==> config.mk <==
export PLATFORM = sky130hd
export DESIGN_NAME = mips_program_loader
export DESIGN_NICKNAME = d
export VERILOG_FILES = /design/src/mips_pkg.sv /design/src/mips_program_loader.sv
export VERILOG_INCLUDE_DIRS = /design/src
export SDC_FILE = /design/constraint.sdc
export NUM_CORES = 1
export LEC_CHECK = 0
export BUFFER_PORTS_ARGS = -buffer_cell sky130_fd_sc_hd__buf_2
export CORE_UTILIZATION = 40
export CTS_CLUSTER_DIAMETER = 150
export CTS_CLUSTER_SIZE = 10
export DETAILED_ROUTE_END_ITERATION = 10
export PLACE_DENSITY = 0.68
export SYNTH_ARGS = -nofsm -noshare
export SYNTH_HDL_FRONTEND = slang
export SYNTH_SLANG_ARGS = --single-unit
==> constraint.sdc <==
create_clock -name i_clock -period 2.4 [get_ports i_clock]
set_input_delay 0.12 -clock i_clock [delete_from_list [all_inputs] [get_ports i_clock]]
set_output_delay 0.12 -clock i_clock [all_outputs]
set_load 0.02 [all_outputs]
==> src/mips_params.svh <==
`ifndef MIPS_PARAMS_SVH
`define MIPS_PARAMS_SVH

// ------------------------------
// Datapath widths
// ------------------------------
`define MIPS_NB_DATA            32
`define MIPS_NB_REG_ADDRESS     5
`define MIPS_NB_OP_FIELD        6

// ------------------------------
// Memory sizes
// ------------------------------
// Word addresses, data memory is indexed by byte address bits 8:2
`define MIPS_NB_MEM_ADDRESS     7
`define MIPS_NB_IMEM_ADDRESS    7
`define MIPS_DMEM_DEPTH         128
`define MIPS_IMEM_DEPTH         128

// Opcode that stops fetch and ends the program
`define MIPS_HALT_OPCODE        6'h3f

`endif

==> src/mips_pkg.sv <==
`include "mips_params.svh"

package mips_pkg;

    typedef logic [`MIPS_NB_DATA         - 1 : 0] word_t;
    typedef logic [`MIPS_NB_REG_ADDRESS  - 1 : 0] reg_addr_t;
    typedef logic [`MIPS_NB_MEM_ADDRESS  - 1 : 0] mem_addr_t;
    typedef logic [`MIPS_NB_IMEM_ADDRESS - 1 : 0] imem_addr_t;

    typedef enum logic [2:0] {
        ALU_ADD,
        ALU_SUB,
        ALU_AND,
        ALU_OR,
        ALU_SLT
    } alu_op_t;

    // Four-phase receiver states
    typedef enum logic [1:0] {
        LOAD_IDLE,
        LOAD_WRITE,
        LOAD_WAIT_RELEASE
    } load_state_t;

    // ------------------------------
    // Stage registers
    // ------------------------------
    typedef struct packed {
        logic      valid;
        logic      halt;
        word_t     instruction;
    } if_id_t;

    typedef struct packed {
        logic      valid;
        logic      halt;
        alu_op_t   alu_op;
        logic      alu_src_imm;
        logic      mem_read;
        logic      mem_write;
        logic      reg_write;
        reg_addr_t rs;
        reg_addr_t rt;
        reg_addr_t dest;
        word_t     data_a;
        word_t     data_b;
        word_t     immediate;
    } id_ex_t;

    typedef struct packed {
        logic      valid;
        logic      halt;
        logic      mem_read;
        logic      mem_write;
        logic      reg_write;
        reg_addr_t dest;
        word_t     alu_result;
        word_t     store_data;
    } ex_mem_t;

    typedef struct packed {
        logic      valid;
        logic      halt;
        logic      reg_write;
        reg_addr_t dest;
        word_t     result;
    } mem_wb_t;

endpackage

==> src/mips_program_loader.sv <==
`timescale 1ns/100ps

module mips_program_loader (
    output logic                 o_load_ack,
    output logic                 o_imem_write,
    output mips_pkg::imem_addr_t o_imem_address,
    output mips_pkg::word_t      o_imem_word,

    input  logic                 i_load_req,
    input  mips_pkg::word_t      i_load_word,
    input  logic                 i_pc_reset,
    input  logic                 i_arst_n,
    input  logic                 i_clock
);

    mips_pkg::load_state_t state;
    mips_pkg::imem_addr_t  address;
    mips_pkg::word_t       word_q;

    // ------------------------------
    // Handshake FSM
    // ------------------------------
    always_ff @(posedge i_clock or negedge i_arst_n) begin
        if (!i_arst_n) begin
            state      <= mips_pkg::LOAD_IDLE;
            o_load_ack <= 1'b0;
        end else begin
            case (state)
                mips_pkg::LOAD_IDLE: begin
                    if (i_load_req) begin
                        state      <= mips_pkg::LOAD_WRITE;
                        o_load_ack <= 1'b1;
                    end
                end
                mips_pkg::LOAD_WRITE: begin
                    // Master may already have released the request
                    if (i_load_req) begin
                        state <= mips_pkg::LOAD_WAIT_RELEASE;
                    end else begin
                        state      <= mips_pkg::LOAD_IDLE;
                        o_load_ack <= 1'b0;
                    end
                end
                mips_pkg::LOAD_WAIT_RELEASE: begin
                    if (!i_load_req) begin
                        state      <= mips_pkg::LOAD_IDLE;
                        o_load_ack <= 1'b0;
                    end
                end
                default: begin
                    state      <= mips_pkg::LOAD_IDLE;
                    o_load_ack <= 1'b0;
                end
            endcase
        end
    end

    // Word captured when the request is first seen
    always_ff @(posedge i_clock) begin
        if (state == mips_pkg::LOAD_IDLE && i_load_req) begin
            word_q <= i_load_word;
        end
    end

    // Next instruction address, one step per written word
    always_ff @(posedge i_clock or negedge i_arst_n) begin
        if (!i_arst_n) begin
            address <= '0;
        end else if (i_pc_reset) begin
            address <= '0;
        end else if (state == mips_pkg::LOAD_WRITE) begin
            address <= address + 1'b1;
        end
    end

    assign o_imem_write   = (state == mips_pkg::LOAD_WRITE);
    assign o_imem_address = address;
    assign o_imem_word    = word_q;

endmodule

After elaboration in Yosys (flattened, before gate mapping) --
Index checks and enable logic that the tools add are counted.
Word-level totals: output and inout port bits 41, bits in registers 42, input bits 36
Cells by class: mux-type cells 9, reductions and logical operators 6, add/sub/neg operators 1, eq/ne operators 5
Operator list (count):
- 7-bit 2-to-1 mux | 2
- 7-bit by 1-bit adder with 7-bit output, second input constant | 1
- 2-bit 2-to-1 mux | 3
- 2-bit inequality test, second input constant | 3
- 2-bit case mux with 3 select lines | 1
- 2-bit AND reduction | 2
- 2-bit by 1-bit equality test with 1-bit output, second input constant | 1
- 2-bit equality test, second input constant | 1
- 2-bit logical NOT | 1
- 1-bit 2-to-1 mux | 2
- 1-bit case mux with 2 select lines | 1
- 2-bit nonzero test | 1
- 2-bit OR reduction | 1
- 1-bit logical AND | 1

Depth between registers and ports, before layout --
Gate-level depths: netlist (run 1).
depth after elaboration 4, mapped depth 6, gate-level depth less buffers 5

Worst setup path after synthesis (run 1) --
Ideal clock, no wire load.
path type reg-to-reg, start point register state[0], end point register word_q[0] (netlist: o_imem_word[0]) (enable), cell stages (with the launch flop) 5, setup time 0.387 ns, setup slack 0.640 ns, clock period less this slack 1.760 ns, data required time 2.013 ns, arrival 1.373 ns, path through dfrtp_1 inv_1 ha_1 nand2_1 inv_1
On the way: cells in the longest elaborated chain, start to end 2
Ends and longest elaborated chain:
- from (decl) | line mips_program_loader.sv:16 | mips_pkg::load_state_t state;
- from (signal assigned) | line mips_program_loader.sv:25 | state <= mips_pkg::LOAD_IDLE;
- from (signal assigned) | line mips_program_loader.sv:31 | state <= mips_pkg::LOAD_WRITE;
- from (signal assigned) | line mips_program_loader.sv:38 | state <= mips_pkg::LOAD_WAIT_RELEASE;
- 2-bit logical NOT | line mips_program_loader.sv:60 | if (state == mips_pkg::LOAD_IDLE && i_load_req) begin
- 1-bit logical AND | line mips_program_loader.sv:60
- to (signal assigned) | line mips_program_loader.sv:61 | word_q <= i_load_word;
- to (decl) | line mips_program_loader.sv:18 | mips_pkg::word_t word_q;
Every way passes these cells. A chain may end at the register's enable or synchronous reset.

Worst setup path after layout (run 1) --
start point register state[1], end point register address[5] (netlist: o_imem_address[5])
On the way: cells in the longest elaborated chain, start to end 2
Ends and longest elaborated chain:
- 2-bit by 1-bit equality test with 1-bit output | line mips_program_loader.sv:71 | end else if (state == mips_pkg::LOAD_WRITE) begin
- 2-bit nonzero test (no source line)
- to (signal assigned) | line mips_program_loader.sv:72 | address <= address + 1'b1;
- to (decl) | line mips_program_loader.sv:17 | mips_pkg::imem_addr_t address;
Every way passes these cells.

==> run metrics, run 1 <==
post_cts resized 0; Ports 77; Mapped Nets 122; Crit Path Class flip-flop to flip-flop; TNS Setup 0 ps; initial core utilization a little over two fifths; Rel. slew slack ~75%; final slew viol count 0; required time of the critical path 2620 ps; vias 1,040; clock tree from TritonCTS built; antenna violations before repair 0; Final Setup Violations 0; vias in the first global route between 1,000 and 1,500; Hold Fails Final Rpt 0; largest net degree at the start of global routing 33; Worst-path clk slew approximately 70 ps; TritonCTS buffer count 5; Avg WL per Cell about 13 µm; drc violations 0; FF-to-FF path depth 5; Finished Core Util about 65%; CP Launch Type flip-flop; hold-critical path depth 1; total track usage 15.9%; port bufs between 70 and 80; Layout Cells excl Fill between 200 and 250; CP peak stage delay ~410 ps; Tmin final roughly 1600 ps; 1st-iter DRT viols 6; post-placement cell area just under 0.002 mm²; Hold/Removal Path Class input pin to flip-flop; NumNets Final approximately 230; core box area 0.00347 mm²; worst-margin pin slew approximately 370 ps; Netlist cell types 18; VDD IR-drop max about 0.00046 V; Final ANT Viol Nets 0; htree depth 2; slowest CP cell dfrtp_1; global-route wire length before repair around 4600 µm; Yosys reg bits 42; Post-Syn Area per Cell ~18 µm²; fraction of layout cells with a size suffix above 1 46.8%; Worst EP arrival ~1900 ps; Yosys Warn Count 0; die height 63.1 µm; Design Area, Final about 0.0022 mm²; GRT overflow 0; Mapped Cells 82; f_max 0.610 GHz; clk_skew approximately 1.5 ps; pwr/cell area about 980 mW/mm²; register area share after synthesis 81.1%; Crit. End Element flip-flop; floorplan row count 21; Max-cap violations 0; Worst Path Buf+Inv 1; vias per cell 4.48; final WL 2990 µm; CP Depth 5; routability cong. ~0.63; Root Buffer clkbuf_8; n_diodes 0; worst-path cell chain inv_1 -> ha_1 -> o21ai_0 -> or3_1 -> a21oi_1; CP top delay family flip-flops; clk buf depth 2; Placed Cells between 200 and 250; clock latency on the worst-skew pair 290 ps; Tcrit/Tclk final 68.3%; Die ar. between 0.003 and 0.004 mm²; Post-CTS Setup Bufs 0; Lkg Pwr around 1 nW; DP Wirelength slightly above 2000 µm; Layout area overhead 50.3%; Power Total 2.19 mW; mapped cell area ~0.0015 mm²; DIE WIDTH roughly 63 µm; clock sink total 42; RSZ-0062 raised after global routing no; First-pass DRT Iterations 4; CP max FO 8; outcome completed
-- cell usage after synthesis --
cell / instances / area, µm²
xor2_1: 3 / 26.3
dfrtp_1: 10 / 250
a21oi_1: 3 / 15.0
mux2_2: 2 / 22.5
or3_1: 2 / 12.5
o22ai_1: 1 / 6.26
xnor2_1: 1 / 8.76
mux2i_1: 1 / 10.0
nand4_1: 2 / 12.5
edfxtp_1: 32 / 961
buf_4: 2 / 15.0
ha_1: 4 / 50.1
nor2_1: 5 / 18.8
a22o_1: 1 / 8.76
inv_1: 3 / 11.3
o2111ai_4: 1 / 26.3
o21ai_0: 4 / 20.0
nand2_1: 5 / 18.8
-- sequential cells by signal (all words and copies together), names as in the netlist --
register / flops
o_imem_word: 32
state: 2
o_load_ack: 1
o_imem_address: 7
-- report_power, final --
part	switching (mW)	internal, mW
Clock	0.223	0.310
Sequential	0.0632	0.966
Combinational	0.392	0.234
Total	0.679	1.51
-- area by class of cell --
cell class                      instances  area, µm²
Sequential cell                        42       1210
Tap cell                               46       57.6
Clock inverter                          2       37.5
Multi-Input combinational cell         35        256
Timing Repair Buffer                   98        598
Clock buffer                            6       72.6
Fill cell                             283       1220
Inverter                                3       11.3
-- per-stage QoR --
stage               setup WS (ps)  hold slack, ps
floorplan                     640            -176
global placement              841           -9.11
detailed placement            765           0.185
CTS                           744           0.190
global route                  642            1.36
finish                        760            7.05
-- final timing paths --
check                                        from                       endpoint  slack [ps]
max in group asynchronous                i_arst_n  o_imem_address[5]$_DFFE_PN0P_        1980
max reg2reg                  state[1]$_DFFE_PN0P_  o_imem_address[5]$_DFFE_PN0P_         760
min                               i_load_word[24]      o_imem_word[24]$_DFFE_PP_           7
min reg2reg                o_load_ack$_DFFE_PN0P_         o_load_ack$_DFFE_PN0P_         550
max                          state[1]$_DFFE_PN0P_  o_imem_address[5]$_DFFE_PN0P_         760
min in group asynchronous                i_arst_n  o_imem_address[3]$_DFFE_PN0P_         220
-- per-layer routing --
metal / GRT usage [%] / routed length, µm / vias up / share of wire (%)
met5: 0 / 0 / - / 0
met4: 6.98 / 46 / 0 / 1.5
met3: 4.71 / 242 / 5 / 8.1
met2: 28.1 / 1500 / 57 / 50
met1: 17.6 / 1200 / 474 / 40
li1: - / - / 504 / -
-- cell families after synthesis --
logic type | after synthesis | synth area share, %
mux | 3 | 2.18
fa+ha+maj | 4 | 3.35
buf+inv | 5 | 1.76
simple gates | 14 | 4.19
xor+xnor | 4 | 2.35
compound gates | 10 | 5.11
flops | 42 | 81.1
-- worst register-to-register path, stage by stage, from the launching register on --
cell and delay [ps]:
dfrtp_1 410, inv_1 90, ha_1 380, o21ai_0 190, or3_1 360, a21oi_1 140
-- cell usage in the layout (no fill, tap or decap) --
cell / n
mux2i_1: 1
clkbuf_8: 5
or3_1: 2
edfxtp_1: 32
dfrtp_1: 10
nand2_1: 5
clkinvlp_4: 1
mux2_2: 2
nand4_1: 2
nor2_1: 5
clkbuf_1: 1
xor2_1: 3
o21ai_0: 4
o2111ai_4: 1
dlygate4sd3_1: 21
bufinv_16: 1
buf_2: 76
o22ai_1: 1
a21oi_1: 3
ha_1: 4
a22o_1: 1
xnor2_1: 1
buf_4: 1
inv_1: 3
-- timing repair --
| action | in CTS | in global routing |
|---|---|---|
| endpoints found under the setup margin | 0 | 0 |
| hold buffers | 20 | 1 |
| endpoints found under the hold margin | 29 | 1 |
Power figures use the tool's default switching activity.
==> inputs of run 2 (changes only) <==
--- a/config.mk
+++ b/config.mk
@@ -11,7 +11,7 @@
 export CTS_CLUSTER_DIAMETER = 150
 export CTS_CLUSTER_SIZE = 10
 export DETAILED_ROUTE_END_ITERATION = 10
-export PLACE_DENSITY = 0.68
+export PLACE_DENSITY = 0.71
 export SYNTH_ARGS = -nofsm -noshare
 export SYNTH_HDL_FRONTEND = slang
 export SYNTH_SLANG_ARGS = --single-unit
==> constraint.sdc (replaced) <==
create_clock -name i_clock -period 1.34 [get_ports i_clock]
set_input_delay 0.067 -clock i_clock [delete_from_list [all_inputs] [get_ports i_clock]]
set_output_delay 0.067 -clock i_clock [all_outputs]
set_load 0.02 [all_outputs]
==> run metrics, run 2 (same netlist as run 1, synthesis figures left out) <==
outcome complete, but fails checks (was completed); violated checks setup timing; Die ar. 0.00398 mm² (unchanged); TNS Setup -36.7 ps (was 0 ps); final WL 4100 µm (was 2990 µm); die height 63.1 µm (unchanged); clk buf depth 2 (unchanged); TritonCTS buffer count 5 (unchanged); htree depth 2 (unchanged); drc violations 0 (unchanged); f_max 0.744 GHz (was 0.610 GHz); global-route wire length before repair 6000 µm (was 4600 µm); Max-cap violations 0 (unchanged); routability cong. 0.759 (was 0.630); clock latency on the worst-skew pair 290 ps (about the same); core box area 0.00347 mm² (unchanged); pwr/cell area 1770 mW/mm² (was 975 mW/mm²); CP max FO 16 (was 8); max reg flops 32 (unchanged); First-pass DRT Iterations 2 (was 4); commonest non-fill, non-tap cell in the layout buf_2 (unchanged); final slew viol count 0 (unchanged); Layout area overhead 70.4% (was 50.3%); clock sink total 42 (unchanged); worst-margin pin slew 241 ps (was 375 ps); Crit Path Class flip-flop to flip-flop (unchanged); DIE WIDTH 63.1 µm (unchanged); Rel. slew slack 83.9% (was 75.0%); Avg WL per Cell 16.0 µm (was 12.9 µm); clk_skew 7.16 ps (was 1.49 ps); vias 1,175 (was 1,040); hold slack 67.0 ps (was 7.05 ps); Tmin final 1340 ps (was 1640 ps); GRT overflow 0 (unchanged); DP Wirelength 2170 µm (was 2040 µm); Worst-path clk slew 70 ps (about the same); port bufs 76 (unchanged); Placed Cells 206 (was 203); vias per cell 4.59 (was 4.48); vias in the first global route 1,168 (was 1,026); required time of the critical path 1340 ps (was 2620 ps); Ports 77 (unchanged); n_diodes 0 (unchanged); CP Launch Type flip-flop (unchanged); total track usage 20.8% (was 15.9%); largest net degree at the start of global routing 33 (unchanged); Layout Cells excl Fill 256 (was 232); floorplan row count 21 (unchanged); Hold/Removal Path Class input pin to flip-flop (unchanged); clock tree from TritonCTS built (unchanged); RSZ-0062 raised after global routing yes (was no); 1st-iter DRT viols 15 (was 6); Lkg Pwr 1.11 nW (was 0.989 nW); NumNets Final 249 (was 225); Crit. End Element flip-flop (unchanged); Tcrit/Tclk final 100% (was 68.3%); initial core utilization 43.1% (unchanged); antenna violations before repair 0 (unchanged); fraction of layout cells with a size suffix above 1 51.0% (was 46.8%); Root Buffer clkbuf_8 (unchanged); commonest cells after routing, fill and taps aside buf_2 (75), dlygate4sd3_1 (33), edfxtp_1 (32), dfrtp_1 (10), buf_4 (9) (was buf_2 (76), edfxtp_1 (32), dlygate4sd3_1 (21), dfrtp_1 (10)); Final Setup Violations 14 (was 0); Worst EP arrival 1350 ps (was 1860 ps); VDD IR-drop max 0.00111 V (was 0.000463 V); Hold Fails Final Rpt 0 (unchanged); Final ANT Viol Nets 0 (unchanged); setup ws final -3.77 ps (was 760 ps)
-- run 2: cell count changes in the layout (fill, tap and decap cells not counted), moves of 2 or more --
| cell | before | now |
|---|---|---|
| buf_6 | 0 | 3 |
| buf_4 | 1 | 9 |
| dlygate4sd3_1 | 21 | 33 |
| ha_1 | 4 | 1 |
| inv_2 | 0 | 2 |
| ha_4 | 0 | 2 |
| inv_1 | 3 | 0 |
-- run 2: worst max-delay path: stages, from the launching register on --
cell	delay (ps)
dfrtp_1	420
inv_2	120
ha_4	170
nand2_4	60
clkinvlp_4	120
buf_12	160
-- run 2: where the power goes --
part / switching (mW) / internal (mW) / total [mW]
clock: 0.430 / 0.556 / 0.985
sequential: 0.124 / 1.73 / 1.85
combinational: 0.875 / 0.802 / 1.68
total: 1.43 / 3.09 / 4.52
-- run 2: per-layer routing --
layer | vias up | global-route usage, % | share of wire (%)
met2 | 61 | 37.4 | 52
met1 | 555 | 23.9 | 39
li1 | 553 | - | -
met5 | - | 0 | 0
met4 | 0 | 6.10 | 1.6
met3 | 6 | 5.62 | 8.1
-- run 2: worst paths after layout --
kind / startpoint / to / slack [ps] / depth (start not counted)
hold / removal: i_load_req / state[1]$_DFFE_PN0P_ / 70 / 2
hold reg to reg: o_imem_address[6]$_DFFE_PN0P_ / o_imem_address[6]$_DFFE_PN0P_ / 570 / 2
min in group asynchronous: i_arst_n / o_imem_address[3]$_DFFE_PN0P_ / 160 / 2
max in group asynchronous: i_arst_n / o_load_ack$_DFFE_PN0P_ / 970 / 2
setup reg to reg: state[0]$_DFFE_PN0P_ / o_imem_word[1]$_DFFE_PP_ / -4 / 5
setup / recovery: state[0]$_DFFE_PN0P_ / o_imem_word[1]$_DFFE_PP_ / -4 / 5
-- run 2: stage by stage --
stage                     cell area, µm²  util [%]  total power [mW]  setup slack [ps]
after floorplan                     1540         -              2.72              -161
after global placement              2000      57.6              3.11              30.5
after detailed placement            2000      57.6              3.16             -19.8
after CTS                           2460      70.9              4.28             -12.8
after global routing                2540      73.4              4.72             -51.8
final                               2540      73.4              4.52             -3.77
-- run 2: area by class of cell --
class	instances	area, µm²
well taps	46	57.6
fillers	229	923
multi-input cells	35	299
clock buffers	6	72.6
clock inverters	2	37.5
flip-flops and latches	42	1210
inverters	3	15.0
repair buffers	122	852
-- run 2: repair_timing --
action                                  in CTS  in global routing
cloned                                       0                  2
hold buffers                                33                  0
resized for setup                            3                  2
buffers inserted                             1                  6
hold endpoints to repair                    42                  0
endpoints found under the setup margin       3                 37
pin swaps                                    2                  2
==> inputs of run 3 (changes only) <==
--- a/config.mk
+++ b/config.mk
@@ -6,12 +6,13 @@
 export SDC_FILE = /design/constraint.sdc
 export NUM_CORES = 1
 export LEC_CHECK = 0
+export ABC_AREA = 1
 export BUFFER_PORTS_ARGS = -buffer_cell sky130_fd_sc_hd__buf_2
 export CORE_UTILIZATION = 40
 export CTS_CLUSTER_DIAMETER = 150
 export CTS_CLUSTER_SIZE = 10
 export DETAILED_ROUTE_END_ITERATION = 10
-export PLACE_DENSITY = 0.71
+export PLACE_DENSITY = 0.7
 export SYNTH_ARGS = -nofsm -noshare
 export SYNTH_HDL_FRONTEND = slang
 export SYNTH_SLANG_ARGS = --single-unit
==> run metrics, run 3 <==
max reg flops 32 (unchanged); worst-margin pin slew 267 ps (was 241 ps); Synth top area share 63.0% (was 64.3%); Post-synth EDFFs 32 (unchanged); routability cong. 0.717 (was 0.759); Max-cap violations 0 (unchanged); fraction of layout cells with a size suffix above 1 42.8% (was 51.0%); CP max FO 4 (was 16); total track usage 17.1% (was 20.8%); met2 wire len 1660 µm (was 2120 µm); Net Sw Frac 32.2% (was 31.6%); Synth top cells by count edfxtp_1 (32), inv_1 (16), nand2_1 (13) (was edfxtp_1 (32), dfrtp_1 (10), nand2_1 (5), nor2_1 (5)); Comb pwr share 32.1% (was 37.1%); htree depth 2 (unchanged); Final Setup Violations 0 (was 14); main area contributors after synthesis edfxtp_1 (63%), dfrtp_1 (16%), inv_1 (3.9%) (was edfxtp_1 (64%), dfrtp_1 (17%), ha_1 (3.4%)); Yosys Warn Count 0 (unchanged); Crit Path Class flip-flop to output pin (was flip-flop to flip-flop); vias in the first global route 1,165 (was 1,168); pwr/cell area 1550 mW/mm² (was 1770 mW/mm²); DP Wirelength 2130 µm (was 2170 µm); Reg-to-Reg End o_imem_word[27]$_DFFE_PP_ (was o_imem_word[1]$_DFFE_PP_); Worst EP arrival 1230 ps (was 1350 ps); Hold/Removal Path Class input pin to flip-flop (unchanged); RSZ-0062 raised after global routing yes (unchanged); clock sink total 42 (unchanged); Post-CTS Setup Bufs 0 (was 1); Int Power 2.56 mW (was 3.09 mW); drc violations 0 (unchanged); vias per cell 4.36 (was 4.59); Ports 77 (unchanged); core box area 0.00366 mm² (was 0.00347 mm²); Netlist cell types 17 (was 18); FF-to-FF path depth 5 (unchanged); Worst-path clk slew 70 ps (about the same); worst r2r src state[1]$_DFFE_PN0P_ (was state[0]$_DFFE_PN0P_); required time of the critical path 1270 ps (was 1340 ps); clock latency on the worst-skew pair 290 ps (about the same); Mapped Cells 102 (was 82); Lkg Pwr 1.11 nW (about the same); Rel. slew slack 82.2% (was 83.9%); commonest cells after routing, fill and taps aside buf_2 (75), dlygate4sd3_1 (34), edfxtp_1 (32), inv_1 (13), nand2_1 (12) (was buf_2 (75), dlygate4sd3_1 (33), edfxtp_1 (32), dfrtp_1 (10), buf_4 (9)); Hold Fails Final Rpt 0 (unchanged); Mapped Nets 142 (was 122); global-route wire length before repair 5130 µm (was 6000 µm); largest net degree at the start of global routing 33 (unchanged); initial core utilization 41.7% (was 43.1%); Post-Route M1 WL 1320 µm (was 1580 µm); Die ar. 0.00406 mm² (was 0.00398 mm²); setup ws final 40.0 ps (was -3.77 ps); final WL 3210 µm (was 4100 µm); Critical path destination o_imem_write (was o_imem_word[1]$_DFFE_PP_); mapped cell area 0.00153 mm² (was 0.00149 mm²); commonest non-fill, non-tap cell in the layout buf_2 (unchanged); Post-Syn Area per Cell 15.0 µm² (was 18.2 µm²); flop2flop setup slack 70 ps (was -4 ps); clock tree from TritonCTS built (unchanged); Final ANT Viol Nets 0 (unchanged); clk_skew 5.74 ps (was 7.16 ps); f_max 0.769 GHz (was 0.744 GHz); port bufs 76 (unchanged); die height 63.8 µm (was 63.1 µm); TritonCTS buffer count 5 (unchanged); filler instances 258 (was 229); commonest register cell after synthesis edfxtp_1 (unchanged); most numerous cell in the Yosys netlist edfxtp_1 (unchanged); Avg WL per Cell 11.9 µm (was 16.0 µm); GRT overflow 0 (unchanged); outcome completed (was complete, but fails checks); CP Launch Type flip-flop (unchanged); n_diodes 0 (unchanged); Clk network pwr share 19.9% (was 21.8%); register area share after synthesis 79.4% (was 81.1%); final slew viol count 0 (unchanged); floorplan row count 22 (was 21); Yosys reg bits 42 (unchanged); metal3 WL 195 µm (was 332 µm); uppermost routed layer met4 (unchanged); Design Area, Final 0.00245 mm² (was 0.00254 mm²); Layout area overhead 60.5% (was 70.4%); pre-CTS setup slack 41.3 ps (was -19.8 ps); Critical Path Start state[1]$_DFFE_PN0P_ (was state[0]$_DFFE_PN0P_); ys async rst share 23.8% (unchanged); vias 1,177 (was 1,175); 1st-iter DRT viols 22 (was 15); sequential share of power 48.0% (was 41.0%); DIE WIDTH 63.8 µm (was 63.1 µm); First-pass DRT Iterations 4 (was 2); Tmin final 1300 ps (was 1340 ps); Psw 1.22 mW (was 1.43 mW); Synth area leader edfxtp_1 (unchanged); antenna violations before repair 0 (unchanged); Tcrit/Tclk final 97.0% (was 100%); Crit. End Element output pin (was flip-flop); clk buf depth 2 (unchanged); VDD IR-drop max 0.000860 V (was 0.00111 V); NumNets Final 261 (was 249); Root Buffer clkbuf_8 (unchanged); post-placement cell area 0.00202 mm² (was 0.00200 mm²)
## run 3: changes by cell type in the layout (fill, tap and decap cells not counted), moves of 3 or more
cell,before,now
inv_1,0,13
nand2_1,4,12
buf_4,9,2
buf_6,3,0
nand3_1,0,3
xor2_1,3,0
## run 3: worst min-delay path by stage
stage,from,endpoint,slack [ps],cells past startpoint
finish,i_load_req,state[0]$_DFFE_PN0P_,140,3
CTS,i_load_req,state[0]$_DFFE_PN0P_,130,3
floorplan,i_arst_n,o_imem_address[0]$_DFFE_PN0P_,-230,0
global route,i_load_req,state[0]$_DFFE_PN0P_,150,3
global placement,i_arst_n,o_imem_address[5]$_DFFE_PN0P_,-60,1
detailed placement,i_arst_n,o_imem_address[1]$_DFFE_PN0P_,-60,1
## run 3: worst max-delay path, stage by stage, from the launching register on
cell	delay, ps
dfrtp_1	400
inv_2	100
ha_2	190
buf_4	130
buf_4	140
## run 3: logic make-up after synthesis
kind of cell               after synthesis  synth area share [%]
AOI/OAI and AO/OA                       10                  3.53
xor gates and xnor gates                 1                 0.574
adders and majority gates                4                  3.28
buffers and inverters                   16                  3.94
DFF                                     42                  79.4
and+or+nand+nor                         29                  9.27
## run 3: cell type report
class                   instances  area (µm²)  area share, %
well taps                      48        60.1           2.45
inverters                      16        63.8           2.61
clock buffers                   5        68.8           2.81
repair buffers                112         751           30.7
clock inverters                 3        16.3          0.665
multi-input cells              44         277           11.3
flip-flops and latches         42        1210           49.5
## run 3: stage by stage
step / TNS [ps] / power [mW] / hold WS (ps) / std cells / utilization [%]
final: 0 / 3.78 / 137 / 270 / 66.8
after detailed placement: 0 / 2.97 / -61.8 / 228 / 55.1
after global routing: -34.4 / 4.00 / 147 / 270 / 66.8
after global placement: 0 / 2.94 / -64.7 / 228 / 55.1
after floorplan: -3010 / 2.56 / -229 / 102 / -
after CTS: 0 / 3.80 / 131 / 270 / 66.7
## run 3: timing repair
action                                  in CTS  in global routing
endpoints found under the setup margin       0                  4
gates resized for setup                      0                  2
hold buffers                                34                  0
hold endpoints to repair                    43                  0
## run 3: per-layer routing
metal / vias to the layer above / track usage (%)
li1: 582 / -
met1: 535 / 20.0
met2: 57 / 30.6
met3: 3 / 3.57
met4: 0 / 6.82
met5: - / 0
## run 3: power groups by stage
stage | Combinational (mW) | Sequential [mW] | Clock, mW
after global placement | 1.11 | 1.83 | 0
after detailed placement | 1.12 | 1.85 | 0
after global routing | 1.33 | 1.84 | 0.835
after floorplan | 0.437 | 2.12 | 0
final | 1.21 | 1.81 | 0.754
after CTS | 1.20 | 1.82 | 0.784
